[src/procyon_pkg.sv]
/*
 * Shared constants, opcodes and bus records for the store path of the LSU.
 * RTL and testbench refer to these by scoped name, never by import.
 */

package procyon_pkg;

    // Queue size and datapath widths
    localparam int SQ_DEPTH   = 8;
    localparam int ADDR_W     = 32;
    localparam int DATA_W     = 32;
    localparam int TAG_W      = 6;
    // One enable bit per byte of a data word
    localparam int BE_W       = DATA_W / 8;
    localparam int BYTE_OFF_W = $clog2(BE_W);

    typedef logic [ADDR_W-1:0]   procyon_addr_t;
    typedef logic [DATA_W-1:0]   procyon_data_t;
    typedef logic [TAG_W-1:0]    procyon_tag_t;
    // One-hot name of a store queue entry
    typedef logic [SQ_DEPTH-1:0] procyon_sq_select_t;

    // Store opcodes, the encoding 2'b11 is unused
    typedef enum logic [1:0] {
        LSU_FUNC_SB = 2'b00,
        LSU_FUNC_SH = 2'b01,
        LSU_FUNC_SW = 2'b10
    } procyon_lsu_func_t;

    // Store op as it leaves the reservation station
    typedef struct packed {
        procyon_lsu_func_t func;
        procyon_addr_t     base;
        procyon_addr_t     offset;
        procyon_data_t     data;
        procyon_tag_t      tag;
    } procyon_issue_t;

    // Store with its effective address resolved, used for allocation and launch
    typedef struct packed {
        procyon_lsu_func_t func;
        procyon_addr_t     addr;
        procyon_data_t     data;
        procyon_tag_t      tag;
    } procyon_store_t;

    // Aligned write as presented to the memory port
    typedef struct packed {
        logic [ADDR_W-BYTE_OFF_W-1:0] addr;
        logic [BE_W-1:0]              be;
        procyon_data_t                data;
        procyon_tag_t                 tag;
    } procyon_mem_wr_t;

endpackage

[src/lsu_id.sv]
/*
 * Address generation stage of the store path.
 * Adds base and offset of an issued store and registers the result as the
 * allocation request for the store queue one cycle later.
 */

`timescale 1ns/1ps

module lsu_id (
    input  logic                        clk,
    input  logic                        n_rst,

    input  logic                        i_flush,

    // Store op from the reservation station
    input  logic                        i_issue_en,
    input  procyon_pkg::procyon_issue_t i_issue,

    // Allocation request towards the store queue
    output logic                        o_alloc_en,
    output procyon_pkg::procyon_store_t o_alloc
);

    procyon_pkg::procyon_store_t alloc_next;

    // Effective address is the plain sum, no alignment checks are made here
    // The low address bits are left intact for the execute stage to use
    always_comb begin
        alloc_next.func = i_issue.func;
        alloc_next.addr = i_issue.base + i_issue.offset;
        alloc_next.data = i_issue.data;
        alloc_next.tag  = i_issue.tag;
    end

    // Request strobe
    // An issue that lands in a flush cycle is speculative by definition and
    // is dropped before it ever reaches the queue
    always_ff @(posedge clk) begin
        if (!n_rst) begin
            o_alloc_en <= 1'b0;
        end else begin
            o_alloc_en <= i_issue_en & ~i_flush;
        end
    end

    // Request payload, only meaningful while o_alloc_en is high
    always_ff @(posedge clk) begin
        if (i_issue_en) begin
            o_alloc <= alloc_next;
        end
    end

endmodule

[src/lsu_sq.sv]
/*
 * Store queue of the LSU.
 * Holds each store until the ROB retires its tag, then launches it to the
 * execute stage in ROB order. Retried stores are relaunched, and a flush
 * drops every entry that has not yet been retired.
 */

`timescale 1ns/1ps

module lsu_sq (
    input  logic                            clk,
    input  logic                            n_rst,

    input  logic                            i_flush,
    output logic                            o_full,

    // Allocation from the address stage
    input  logic                            i_alloc_en,
    input  procyon_pkg::procyon_store_t     i_alloc,

    // Launch towards the execute stage
    input  logic                            i_sq_retire_stall,
    output logic                            o_sq_retire_en,
    output procyon_pkg::procyon_sq_select_t o_sq_retire_select,
    output procyon_pkg::procyon_store_t     o_sq_retire,

    // Result of a launch, seen in the same cycle as the launch
    input  logic                            i_update_en,
    input  procyon_pkg::procyon_sq_select_t i_update_select,
    input  logic                            i_update_retry,

    // Retirement level from the ROB
    input  logic                            i_rob_retire_en,
    input  procyon_pkg::procyon_tag_t       i_rob_retire_tag,
    output logic                            o_rob_retire_ack
);

    // One queue entry, the three flag bits are the only control state
    typedef struct packed {
        procyon_pkg::procyon_store_t store;
        logic                        valid;
        logic                        nonspec;
        logic                        launched;
    } sq_entry_t;

    sq_entry_t [procyon_pkg::SQ_DEPTH-1:0] sq_entries;
    procyon_pkg::procyon_sq_select_t       sq_empty;
    procyon_pkg::procyon_sq_select_t       sq_retirable;
    procyon_pkg::procyon_sq_select_t       sq_held;
    procyon_pkg::procyon_sq_select_t       sq_alloc_select;
    procyon_pkg::procyon_sq_select_t       sq_rob_select;
    procyon_pkg::procyon_sq_select_t       sq_update_select;
    procyon_pkg::procyon_sq_select_t       sq_done_select;
    procyon_pkg::procyon_sq_select_t       sq_retire_select;
    logic                                  sq_pending;
    logic                                  launch_en;
    procyon_pkg::procyon_store_t           launch_store;

    assign sq_update_select = {procyon_pkg::SQ_DEPTH{i_update_en}} & i_update_select;
    // Entries whose write goes out this cycle and will be freed at the edge
    assign sq_done_select   = sq_update_select & {procyon_pkg::SQ_DEPTH{~i_update_retry}};

    always_comb begin
        for (int i = 0; i < procyon_pkg::SQ_DEPTH; i++) begin
            sq_empty[i]     = ~sq_entries[i].valid;
            sq_retirable[i] = sq_entries[i].valid & sq_entries[i].nonspec &
                              ~sq_entries[i].launched;
            // Retired but not yet written, ignoring a store that completes now
            sq_held[i]      = sq_entries[i].valid & sq_entries[i].nonspec & ~sq_done_select[i];
        end
    end

    // At most one retired store is outstanding at a time
    // This is what keeps memory writes in ROB retirement order, even across retries
    assign sq_pending = |sq_held;

    always_comb begin
        for (int i = 0; i < procyon_pkg::SQ_DEPTH; i++) begin
            sq_rob_select[i] = i_rob_retire_en & sq_entries[i].valid & ~sq_pending &
                               (sq_entries[i].store.tag == i_rob_retire_tag);
        end
    end

    // Lowest empty entry takes the new store
    assign sq_alloc_select = {procyon_pkg::SQ_DEPTH{i_alloc_en}} & (sq_empty & ~(sq_empty - 1'b1));
    assign o_full          = (sq_empty == '0);

    // Lowest retirable entry is launched unless memory is busy or we flush
    assign sq_retire_select = {procyon_pkg::SQ_DEPTH{~i_sq_retire_stall & ~i_flush}} &
                              (sq_retirable & ~(sq_retirable - 1'b1));
    assign launch_en        = |sq_retire_select;

    // One-hot mux of the launching entry
    always_comb begin
        launch_store = '0;
        for (int i = 0; i < procyon_pkg::SQ_DEPTH; i++) begin
            if (sq_retire_select[i]) begin
                launch_store = sq_entries[i].store;
            end
        end
    end

    // Ack goes back with the launch of the store the ROB is holding
    // A relaunch after a retry carries an older tag and does not ack again
    always_ff @(posedge clk) begin
        if (!n_rst) begin
            o_rob_retire_ack <= 1'b0;
            o_sq_retire_en   <= 1'b0;
        end else begin
            o_rob_retire_ack <= i_rob_retire_en & launch_en &
                                (launch_store.tag == i_rob_retire_tag);
            o_sq_retire_en   <= launch_en;
        end
    end

    always_ff @(posedge clk) begin
        o_sq_retire        <= launch_store;
        o_sq_retire_select <= sq_retire_select;
    end

    always_ff @(posedge clk) begin
        for (int i = 0; i < procyon_pkg::SQ_DEPTH; i++) begin
            if (sq_alloc_select[i]) begin
                sq_entries[i].store <= i_alloc;
            end

            if (!n_rst) begin
                sq_entries[i].valid    <= 1'b0;
                sq_entries[i].nonspec  <= 1'b0;
                sq_entries[i].launched <= 1'b0;
            end else begin
                // Flush keeps retired stores, they still have to reach memory
                // An allocation in the flush cycle is dropped along with the rest
                if (i_flush) begin
                    sq_entries[i].valid <= sq_entries[i].valid & sq_entries[i].nonspec &
                                           ~sq_done_select[i];
                end else if (sq_alloc_select[i]) begin
                    sq_entries[i].valid <= 1'b1;
                end else if (sq_done_select[i]) begin
                    sq_entries[i].valid <= 1'b0;
                end

                // Sticky once retired, so a retried store can still relaunch
                sq_entries[i].nonspec  <= ~sq_alloc_select[i] &
                                          (sq_entries[i].nonspec | sq_rob_select[i]);
                // A retry clears launched and the entry becomes retirable again
                sq_entries[i].launched <= ~sq_alloc_select[i] & (sq_retire_select[i] |
                                          (sq_update_select[i] ? ~i_update_retry
                                                               : sq_entries[i].launched));
            end
        end
    end

endmodule

[src/lsu_st_ex.sv]
/*
 * Store execute stage.
 * Turns a launched store into an aligned word write with byte enables, or
 * sends it back to the store queue for retry while memory is busy.
 */

`timescale 1ns/1ps

module lsu_st_ex (
    input  logic                            clk,
    input  logic                            n_rst,

    input  logic                            i_mem_busy,

    // Launch from the store queue
    input  logic                            i_sq_retire_en,
    input  procyon_pkg::procyon_sq_select_t i_sq_retire_select,
    input  procyon_pkg::procyon_store_t     i_sq_retire,
    output logic                            o_sq_retire_stall,

    // Outcome of the launch back to the queue
    output logic                            o_update_en,
    output procyon_pkg::procyon_sq_select_t o_update_select,
    output logic                            o_update_retry,

    // Memory write port
    output logic                            o_mem_wr_en,
    output procyon_pkg::procyon_mem_wr_t    o_mem_wr
);

    logic [procyon_pkg::BYTE_OFF_W-1:0] lane;
    logic [procyon_pkg::BE_W-1:0]       be_base;
    procyon_pkg::procyon_data_t         data_masked;
    procyon_pkg::procyon_mem_wr_t       mem_wr_next;

    // Byte lane and unshifted enable per opcode
    // A halfword uses only address bit 1, so it always stays inside the word
    always_comb begin
        lane        = i_sq_retire.addr[procyon_pkg::BYTE_OFF_W-1:0];
        be_base     = '0;
        data_masked = '0;
        case (i_sq_retire.func)
            procyon_pkg::LSU_FUNC_SB: begin
                be_base           = procyon_pkg::BE_W'(4'b0001);
                data_masked[7:0]  = i_sq_retire.data[7:0];
            end
            procyon_pkg::LSU_FUNC_SH: begin
                lane[0]           = 1'b0;
                be_base           = procyon_pkg::BE_W'(4'b0011);
                data_masked[15:0] = i_sq_retire.data[15:0];
            end
            procyon_pkg::LSU_FUNC_SW: begin
                lane              = '0;
                be_base           = '1;
                data_masked       = i_sq_retire.data;
            end
            default: begin
                // Unused opcode writes no bytes
                lane              = '0;
            end
        endcase

        mem_wr_next.addr = i_sq_retire.addr[procyon_pkg::ADDR_W-1:procyon_pkg::BYTE_OFF_W];
        mem_wr_next.be   = be_base << lane;
        mem_wr_next.data = data_masked << {lane, 3'b000};
        mem_wr_next.tag  = i_sq_retire.tag;
    end

    // Busy memory both stalls new launches and bounces the one in flight
    assign o_sq_retire_stall = i_mem_busy;
    assign o_update_en       = i_sq_retire_en;
    assign o_update_select   = i_sq_retire_select;
    assign o_update_retry    = i_mem_busy;

    always_ff @(posedge clk) begin
        if (!n_rst) begin
            o_mem_wr_en <= 1'b0;
        end else begin
            o_mem_wr_en <= i_sq_retire_en & ~i_mem_busy;
        end
    end

    always_ff @(posedge clk) begin
        if (i_sq_retire_en) begin
            o_mem_wr <= mem_wr_next;
        end
    end

endmodule

[src/lsu_store_unit.sv]
/*
 * Store path top level.
 * Chains the address stage, the store queue and the execute stage. The ROB
 * and the memory sit outside and talk through the ports below.
 */

`timescale 1ns/1ps

module lsu_store_unit (
    input  logic                         clk,
    input  logic                         n_rst,

    input  logic                         i_flush,

    // Issue from the reservation station, never pulsed while full
    input  logic                         i_issue_en,
    input  procyon_pkg::procyon_issue_t  i_issue,
    output logic                         o_sq_full,

    // ROB retirement level and its ack
    input  logic                         i_rob_retire_en,
    input  procyon_pkg::procyon_tag_t    i_rob_retire_tag,
    output logic                         o_rob_retire_ack,

    // Memory side
    input  logic                         i_mem_busy,
    output logic                         o_mem_wr_en,
    output procyon_pkg::procyon_mem_wr_t o_mem_wr
);

    logic                            alloc_en;
    procyon_pkg::procyon_store_t     alloc;
    logic                            retire_en;
    procyon_pkg::procyon_store_t     retire;
    procyon_pkg::procyon_sq_select_t retire_select;
    logic                            retire_stall;
    logic                            update_en;
    procyon_pkg::procyon_sq_select_t update_select;
    logic                            update_retry;

    lsu_id lsu_id_inst (
        .clk        (clk),
        .n_rst      (n_rst),
        .i_flush    (i_flush),
        .i_issue_en (i_issue_en),
        .i_issue    (i_issue),
        .o_alloc_en (alloc_en),
        .o_alloc    (alloc)
    );

    lsu_sq lsu_sq_inst (
        .clk                (clk),
        .n_rst              (n_rst),
        .i_flush            (i_flush),
        .o_full             (o_sq_full),
        .i_alloc_en         (alloc_en),
        .i_alloc            (alloc),
        .i_sq_retire_stall  (retire_stall),
        .o_sq_retire_en     (retire_en),
        .o_sq_retire_select (retire_select),
        .o_sq_retire        (retire),
        .i_update_en        (update_en),
        .i_update_select    (update_select),
        .i_update_retry     (update_retry),
        .i_rob_retire_en    (i_rob_retire_en),
        .i_rob_retire_tag   (i_rob_retire_tag),
        .o_rob_retire_ack   (o_rob_retire_ack)
    );

    lsu_st_ex lsu_st_ex_inst (
        .clk                (clk),
        .n_rst              (n_rst),
        .i_mem_busy         (i_mem_busy),
        .i_sq_retire_en     (retire_en),
        .i_sq_retire_select (retire_select),
        .i_sq_retire        (retire),
        .o_sq_retire_stall  (retire_stall),
        .o_update_en        (update_en),
        .o_update_select    (update_select),
        .o_update_retry     (update_retry),
        .o_mem_wr_en        (o_mem_wr_en),
        .o_mem_wr           (o_mem_wr)
    );

endmodule

[config.mk]
export PLATFORM = sky130hd
export DESIGN_NAME = lsu_store_unit
export DESIGN_NICKNAME = d
export VERILOG_FILES = /design/src/procyon_pkg.sv /design/src/lsu_id.sv /design/src/lsu_sq.sv /design/src/lsu_st_ex.sv /design/src/lsu_store_unit.sv
export SDC_FILE = /design/constraint.sdc
export NUM_CORES = 1
export LEC_CHECK = 0
export ABC_CLOCK_PERIOD_IN_PS = 18900
export BUFFER_PORTS_ARGS = -buffer_cell sky130_fd_sc_hd__buf_2
export CAP_MARGIN = 20
export CORE_MARGIN = 2
export CORE_UTILIZATION = 36
export CTS_BUF_LIST = sky130_fd_sc_hd__clkbuf_16
export DETAILED_ROUTE_END_ITERATION = 12
export GPL_TIMING_DRIVEN = 1
export SLEW_MARGIN = 20
export SYNTH_ARGS = -nofsm -noshare
export SYNTH_HDL_FRONTEND = slang
export SYNTH_HIERARCHICAL = 1
export SYNTH_SLANG_ARGS = --single-unit
[constraint.sdc]
create_clock -name clk -period 18.9 [get_ports clk]
set_clock_uncertainty 0.05 [all_clocks]
set_input_delay 0.945 -clock clk [delete_from_list [all_inputs] [get_ports clk]]
set_output_delay 0.945 -clock clk [all_outputs]
set_load 0.02 [all_outputs]
=== Yosys cells after proc, flatten, opt, wreduce, memory -nomap -nowiden ===
Cells that the tools add are included.

* Register bits: 828
* Input bits: 116
* Output and inout port bits: 75
* Logic and storage cells: 278

* Add/sub/neg operators: 3
* Equal/unequal tests: 11
* Shifts and indexed selects: 2
* Multiplexer cells: 46
* Bitwise logic cells: 128
* Reductions and logical operators: 15

{| class="wikitable"
|+ Operators by type and width
! cell !! count
|-
| 72-bit 2-to-1 mux || 8
|-
| 1-bit AND || 69
|-
| 6-bit equality test || 9
|-
| 8-bit AND || 6
|-
| 1-bit NOT || 35
|-
| 1-bit 2-to-1 mux || 34
|-
| 32-bit adder || 1
|-
| 32-bit by 5-bit << shifter with 32-bit output || 1
|-
| 3-bit nonzero test || 8
|-
| 16-bit 2-to-1 mux || 1
|-
| 8-bit 2-to-1 mux || 2
|-
| 8-bit NOT || 2
|-
| 1-bit bitwise OR || 16
|-
| 8-bit OR reduction || 2
|-
| 8-bit by 1-bit subtractor with 8-bit output, second input constant || 2
|-
| 4-bit one-hot mux with 3 select lines || 1
|-
| 8-bit zero test || 1
|-
| 2-bit OR reduction || 2
|-
| 4-bit by 2-bit << shifter with 4-bit output || 1
|-
| 3-bit OR reduction || 1
|-
| 2-bit by 1-bit equality test with 1-bit output, second input constant || 1
|-
| 2-bit equality test, second input constant || 1
|-
| 2-bit zero test || 1
|}

=== Logic depth before layout (Yosys ltp) ===
* Depth in word-level cells: 16
* Mapped depth: 11
* Mapped depth without buffers: 9

=== Modules after synthesis ===
The synthesis kept the hierarchy.

{| class="wikitable"
|+ Modules (own cells, without submodules)
! module !! instances !! cells an instance !! area each (sq um)
|-
| lsu_sq || 1 || 1517 || 24488.5
|-
| lsu_id || 1 || 349 || 4236.6
|-
| lsu_st_ex || 1 || 199 || 3020.4
|}

=== Least setup slack after synthesis ===
OpenSTA, ideal clock, no wires.

* Path type: register to register
* Start: register lsu_sq_inst/sq_entries[2] (netlist name)
* End: register lsu_sq_inst/sq_entries[225] (netlist name)
* Arrival time: 6.413 ns
* Slack: 12.303 ns
* Stages on the path, launching flop included: 6
* Period minus slack after synthesis: 6.597 ns
* Cell sequence: dfxtp_1 -> buf_4 -> nand3_1 -> nor3b_1 -> nand2b_1 -> a31oi_1

* Elaborated cells between the ends (all ways): 14
* Classes of those cells: 2 x add/sub; 12 x bitwise

{| class="wikitable"
|+ RTL lines
! what !! RTL line !! RTL
|-
| from (decl) || lsu_sq.sv:46 || <nowiki>sq_entry_t [procyon_pkg::SQ_DEPTH-1:0] sq_entries;</nowiki>
|-
| 1-bit NOT || lsu_sq.sv:65 || <nowiki>sq_empty[i] = ~sq_entries[i].valid;</nowiki>
|-
| 8-bit by 1-bit subtractor with 8-bit output || lsu_sq.sv:85 || <nowiki>assign sq_alloc_select = {procyon_pkg::SQ_DEPTH{i_alloc_en}} & (sq_empty & ~(sq_empty - 1'b1));</nowiki>
|-
| 8-bit NOT || lsu_sq.sv:85 ||
|-
| 8-bit AND (2 in a row) || lsu_sq.sv:85 ||
|-
| named net lsu_sq_inst.sq_alloc_select[3] || lsu_sq.sv:50 || <nowiki>procyon_pkg::procyon_sq_select_t sq_alloc_select;</nowiki>
|-
| 1-bit NOT || lsu_sq.sv:147 || <nowiki>sq_entries[i].launched <= ~sq_alloc_select[i] & (sq_retire_select[i] |</nowiki>
|-
| 1-bit AND || lsu_sq.sv:147 ||
|}

The timed path passes the listed nets, and every way through them passes these cells.
A chain may end at the register's enable or synchronous reset.

=== Worst setup path in the final report ===
* Start: register lsu_sq_inst/sq_entries[227] (netlist name)
* End: register lsu_sq_inst.o_rob_retire_ack

* Cells in the longest elaborated chain, start to end: 13
* Elaborated cells between the ends (all ways): 15
* Classes of those cells: 1 x add/sub; 1 x eq/ne; 5 x mux; 7 x bitwise; 1 x reduce/logical

{| class="wikitable"
|+ Ends and longest elaborated chain
! what !! RTL line !! RTL
|-
| 1-bit AND (*) (2 in a row) || lsu_sq.sv:66 || <nowiki>sq_retirable[i] = sq_entries[i].valid & sq_entries[i].nonspec &</nowiki>
|-
| 8-bit by 1-bit subtractor with 8-bit output || lsu_sq.sv:90 || <nowiki>(sq_retirable & ~(sq_retirable - 1'b1));</nowiki>
|-
| 8-bit NOT || lsu_sq.sv:90 ||
|-
| 8-bit AND (*) || lsu_sq.sv:90 ||
|-
| 8-bit AND (*) || lsu_sq.sv:89 || <nowiki>assign sq_retire_select = {procyon_pkg::SQ_DEPTH{~i_sq_retire_stall & ~i_flush}} &</nowiki>
|-
| 72-bit 2-to-1 mux (5 in a row) || lsu_sq.sv:97 || <nowiki>if (sq_retire_select[i]) begin</nowiki>
|-
| 6-bit equality test || lsu_sq.sv:111 || <nowiki>(launch_store.tag == i_rob_retire_tag);</nowiki>
|-
| 1-bit AND (*) || lsu_sq.sv:110 || <nowiki>o_rob_retire_ack <= i_rob_retire_en & launch_en &</nowiki>
|-
| to (signal assigned) || lsu_sq.sv:110 ||
|-
| to (decl) || lsu_sq.sv:35 || <nowiki>output logic o_rob_retire_ack</nowiki>
|}

Mark *: on every way between the ends. The rest lies on a longest branch, timed or not.

==> parameters.txt <==
Parameter                              Value

Logic synthesis
  Simple-gate area share of the yosys netlist ... 0.0736
  Fraction of registers with async set/reset ... 0
  Yosys warning count ... 6
  Synth area leader ... edfxtp_1
  Share of the synthesized area in the top cell type ... 0.681
  Sequential-to-total area share from yosys stat ... 0.749
  Mapped Cells ... 2065
  Flip-flop cell with the highest count after synthesis ... edfxtp_1
  Mux contribution to synthesized area ... 0.00910
  Compound-cell area share of the yosys netlist ... 0.111
  Adder and majority gate portion of the synthesized area ... 0.0152
  Syn_area_per_cell ... 15.4 um2
  Synth Net Count ... 2219
  Number of flops mapped to enable cells by yosys ... 720
  XOR/XNOR share of the synthesized area ... 0.0199
  Cell area after synthesis ... 31700 um2
  Number of flip-flops and latches in the synthesized netlist ... 828
  Dominant combinational cell family by area after synthesis ... compound AO/OA/AOI/OAI gates
  Main area contributors after synthesis ... edfxtp_1, dfxtp_1, nor2_1, a222oi_1, a21oi_1
  Number of distinct library cells after synthesis ... 95

STA
  Achievable clock frequency ... 260 MHz
  Tcrit/Tclk final ... 0.203
  Transition time at the pin with the least slew margin ... 1.02 ns
  Final worst-path setup slack ... 15.06 ns
  Aggregate negative setup slack ... 0 ns
  Number of failing hold endpoints at the final stage ... 0
  Endpoints failing setup ... 0
  Final critical delay including setup and external delays ... 3.84 ns
  Final number of max-transition violations ... 0
  Unrepaired setup endpoints after global routing ... false
  Slew headroom ... 0.319

Global route
  Wire length of the first global-routing pass ... 119 mm
  Pin count of the biggest net entering global routing ... 89
  Met2 demand-to-capacity share in global routing ... 0.298
  Met1 Usage GRT ... 0.234
  Antenna violations before repair ... 1
  Global routing usage on met3 ... 0.0267
  Total global-route track usage ... 0.176
  Via count of the first global-routing pass ... 18600
  Routing layer with the top usage in global route ... met2
  Overflow left after global routing ... 0

Worst setup path
  Number of cells traversed by the worst register-to-register path ... 10
  Start of the worst register-to-register path ... lsu_sq_inst/sq_entries[227]
  Required time of the critical path ... 19.37 ns
  Stages on worst setup path ... 10
  CP top delay family ... simple AND/OR/NAND/NOR gates
  Standard cell with the maximum stage delay on the critical path ... buf_4
  R2R Path End ... lsu_sq_inst/o_rob_retire_ack
  Crit start category ... flop
  Type of element capturing the critical path ... flop
  Arrival @ worst endpoint ... 4.31 ns
  Reg-to-reg setup timing slack ... 15.06 ns
  Startpoint-to-endpoint class of the critical path ... reg -> reg
  Count of buffer and inverter cells on the critical path ... 2
  Series of cell instances along the critical path ... nand3b_1 -> nand4_1 -> nor2_1 -> nand2_2 -> buf_4 -> inv_2 -> a22o_1 -> or3_1 -> a211oi_1 -> nor4b_2
  Maximum net fanout on the critical path ... 54
  CP max stage delay ... 0.67 ns

Floorplanning
  Total Die Area ... 90600 um2
  Initial cell density of the core ... 0.365
  Die Ht ... 301 um
  Top Ports ... 191
  Standard-cell rows ... 108
  Die Span X ... 301 um
  Core region area ... 87000 um2

Clock tree
  Clock tree from TritonCTS ... yes
  Number of sinks handled by clock tree synthesis ... 828
  Count of cells resized by post-cts repair ... 0
  Deepest level of the CTS H-tree ... 3
  Maximum clock insertion buffer count ... 3
  Clock Latency Late Sink ... 0.63 ns
  Reg clk slew, reported paths ... 0.06 ns
  Hold-fix buffers at CTS ... 0
  Post-CTS Setup Bufs ... 0
  Number of buffers added by the clock tree synthesis step ... 85
  Clock root cell ... clkbuf_16

Route
  Detailed-route via count ... 18500
  Number of design rule violations left after detail routing ... 0
  Total wirelength of the detailed-routed design ... 80.7 mm
  Router iterations before antenna repair ... 6
  Antenna Violating Nets Remaining ... 0
  Drt initial violations ... 1736
  Routed vias/inst ... 5.33
  Routed wirelength normalized by instance count ... 23.2 um

Layout
  Fill cells ... 7797
  Total area of multi-input combinational cells ... 7330 um2
  Design area ... 36700 um2
  Final Non-Filler Cells ... 3478
  Storage element area ... 23800 um2
  Net count, final ... 2406
  Total inserted antenna cells ... 0
  Layout overhead on the synthesized area ... 15.7%
  Layout cell share with drive strength beyond 1 ... 0.172
  Utilization after layout ... 0.422

Flow run
  Maximum Capacitance Violations ... 0

Placed design
  Number of port buffers ... 190
  Global placement routability congestion ... 0.876
  Detail Placement HPWL ... 48.6 mm
  Cell total after placement ... 3320
  Setup Slack @ Placement ... 14.61 ns
  Area post-placement ... 33800 um2

Run status
  Result of the run ... complete, no violations

Hold path
  Min-delay src ... lsu_sq_inst/o_sq_retire[5]
  Type of the worst min-delay path ... reg -> reg
  Hold-critical path endpoint ... lsu_st_ex_inst/o_mem_wr[5]
  Hold path cells ... 0

Power and ir drop
  Cell area power density ... 106 nW/um2
  Worst voltage drop across the vdd grid ... 78.8 uV
  Total leakage power ... 12.3 nW
[layout make-up]
type,count,area share
clock buffer,87,0.0593
clock inverter,71,0.0196
inverter,34,0.00358
multi-input combinational,1089,0.200
sequential,828,0.648
tap,1155,0.0394
timing repair buffer,214,0.0309
[Yosys cell counts (20+ instances only)]
cell and instances:
ha_1 37, xor2_1 35, a21oi_1 94, edfxtp_1 720
nand3_1 38, a221oi_1 23, a22oi_1 30, inv_1 30
xnor2_1 37, o21ai_0 33, a211oi_1 57, nor2_1 159
nand2_1 90, nand4_1 20, nor3_1 62, o22ai_1 62
dfxtp_1 108, clkbuf_1 64, a222oi_1 55
[flip-flops by register name (all words and copies together), names as in the netlist, 8 cells and up]
register	cells
lsu_sq_inst/sq_entries	600
lsu_st_ex_inst/o_mem_wr	72
lsu_id_inst/o_alloc	72
lsu_sq_inst/o_sq_retire_select	8
lsu_sq_inst/o_sq_retire	72
[cells in the final DEF (no fill, tap or decap), types with 8 or more instances in the layout]
| cell type | n |
|---|---|
| a211oi_1 | 57 |
| a21o_1 | 18 |
| a21oi_1 | 94 |
| a221oi_1 | 23 |
| a222oi_1 | 55 |
| a22o_1 | 15 |
| a22oi_1 | 30 |
| a31oi_1 | 13 |
| and3b_1 | 10 |
| buf_2 | 189 |
| buf_4 | 25 |
| bufinv_16 | 13 |
| clkbuf_16 | 87 |
| clkinv_1 | 11 |
| clkinv_2 | 20 |
| dfxtp_1 | 107 |
| edfxtp_1 | 720 |
| ha_1 | 37 |
| inv_1 | 44 |
| mux2i_1 | 15 |
| nand2_1 | 87 |
| nand2b_1 | 17 |
| nand3_1 | 36 |
| nand3b_1 | 8 |
| nand4_1 | 20 |
| nor2_1 | 156 |
| nor3_1 | 60 |
| nor4_1 | 10 |
| o21ai_0 | 33 |
| o221ai_1 | 12 |
| o22ai_1 | 62 |
| xnor2_1 | 37 |
| xor2_1 | 35 |
[logic make-up after synthesis]
| family | Yosys count |
|---|---|
| DFF | 828 |
| adders and majority gates | 38 |
| muxes | 25 |
| buffers and inverters | 148 |
| AOI/OAI and AO/OA | 483 |
| xor gates and xnor gates | 72 |
| and+or+nand+nor | 471 |
[where the power goes]
group | switching, mW | total (mW) | leakage, nW | internal, mW
sequential | 0.0441 | 2.08 | 7.28 | 2.04
combinational | 0.0679 | 0.111 | 3.55 | 0.0430
clock | 0.693 | 1.71 | 1.48 | 1.02
total | 0.805 | 3.91 | 12.3 | 3.10
[per-layer routing]
layer | share of wire | up-vias | wire, um
met5 | 0 | - | 0
met4 | 0.021 | 0 | 1660
met3 | 0.062 | 105 | 5040
met2 | 0.49 | 633 | 39600
met1 | 0.43 | 9246 | 34400
li1 | - | 8546 | -
[worst reg2reg max path: stages, from the launching register on]
cell and delay [ns]:
dfxtp_1 0.55, nand3b_1 0.36, nand4_1 0.33, nor2_1 0.11
nand2_2 0.07, buf_4 0.67, inv_2 0.52, a22o_1 0.32
or3_1 0.30, a211oi_1 0.22, nor4b_2 0.25
[through the flow]
stage               hold slack (ns)  total power [mW]
floorplan                     0.336              2.17
global placement              0.338              2.23
detailed placement            0.339              2.24
CTS                           0.358              3.95
global route                  0.367              4.04
finish                        0.355              3.91
[worst max-delay path by stage]
stage,from,slack (ns),endpoint
floorplan,lsu_sq_inst/sq_entries[2],12.30,lsu_sq_inst/sq_entries[225]
global placement,i_flush,14.68,lsu_sq_inst/o_rob_retire_ack
detailed placement,i_flush,14.61,lsu_sq_inst/o_rob_retire_ack
CTS,lsu_sq_inst/sq_entries[152],15.06,lsu_sq_inst/o_rob_retire_ack
global route,lsu_sq_inst/sq_entries[2],14.81,lsu_sq_inst/o_rob_retire_ack
finish,lsu_sq_inst/sq_entries[227],15.06,lsu_sq_inst/o_rob_retire_ack
No activity file was read; power rests on OpenSTA's default activity.
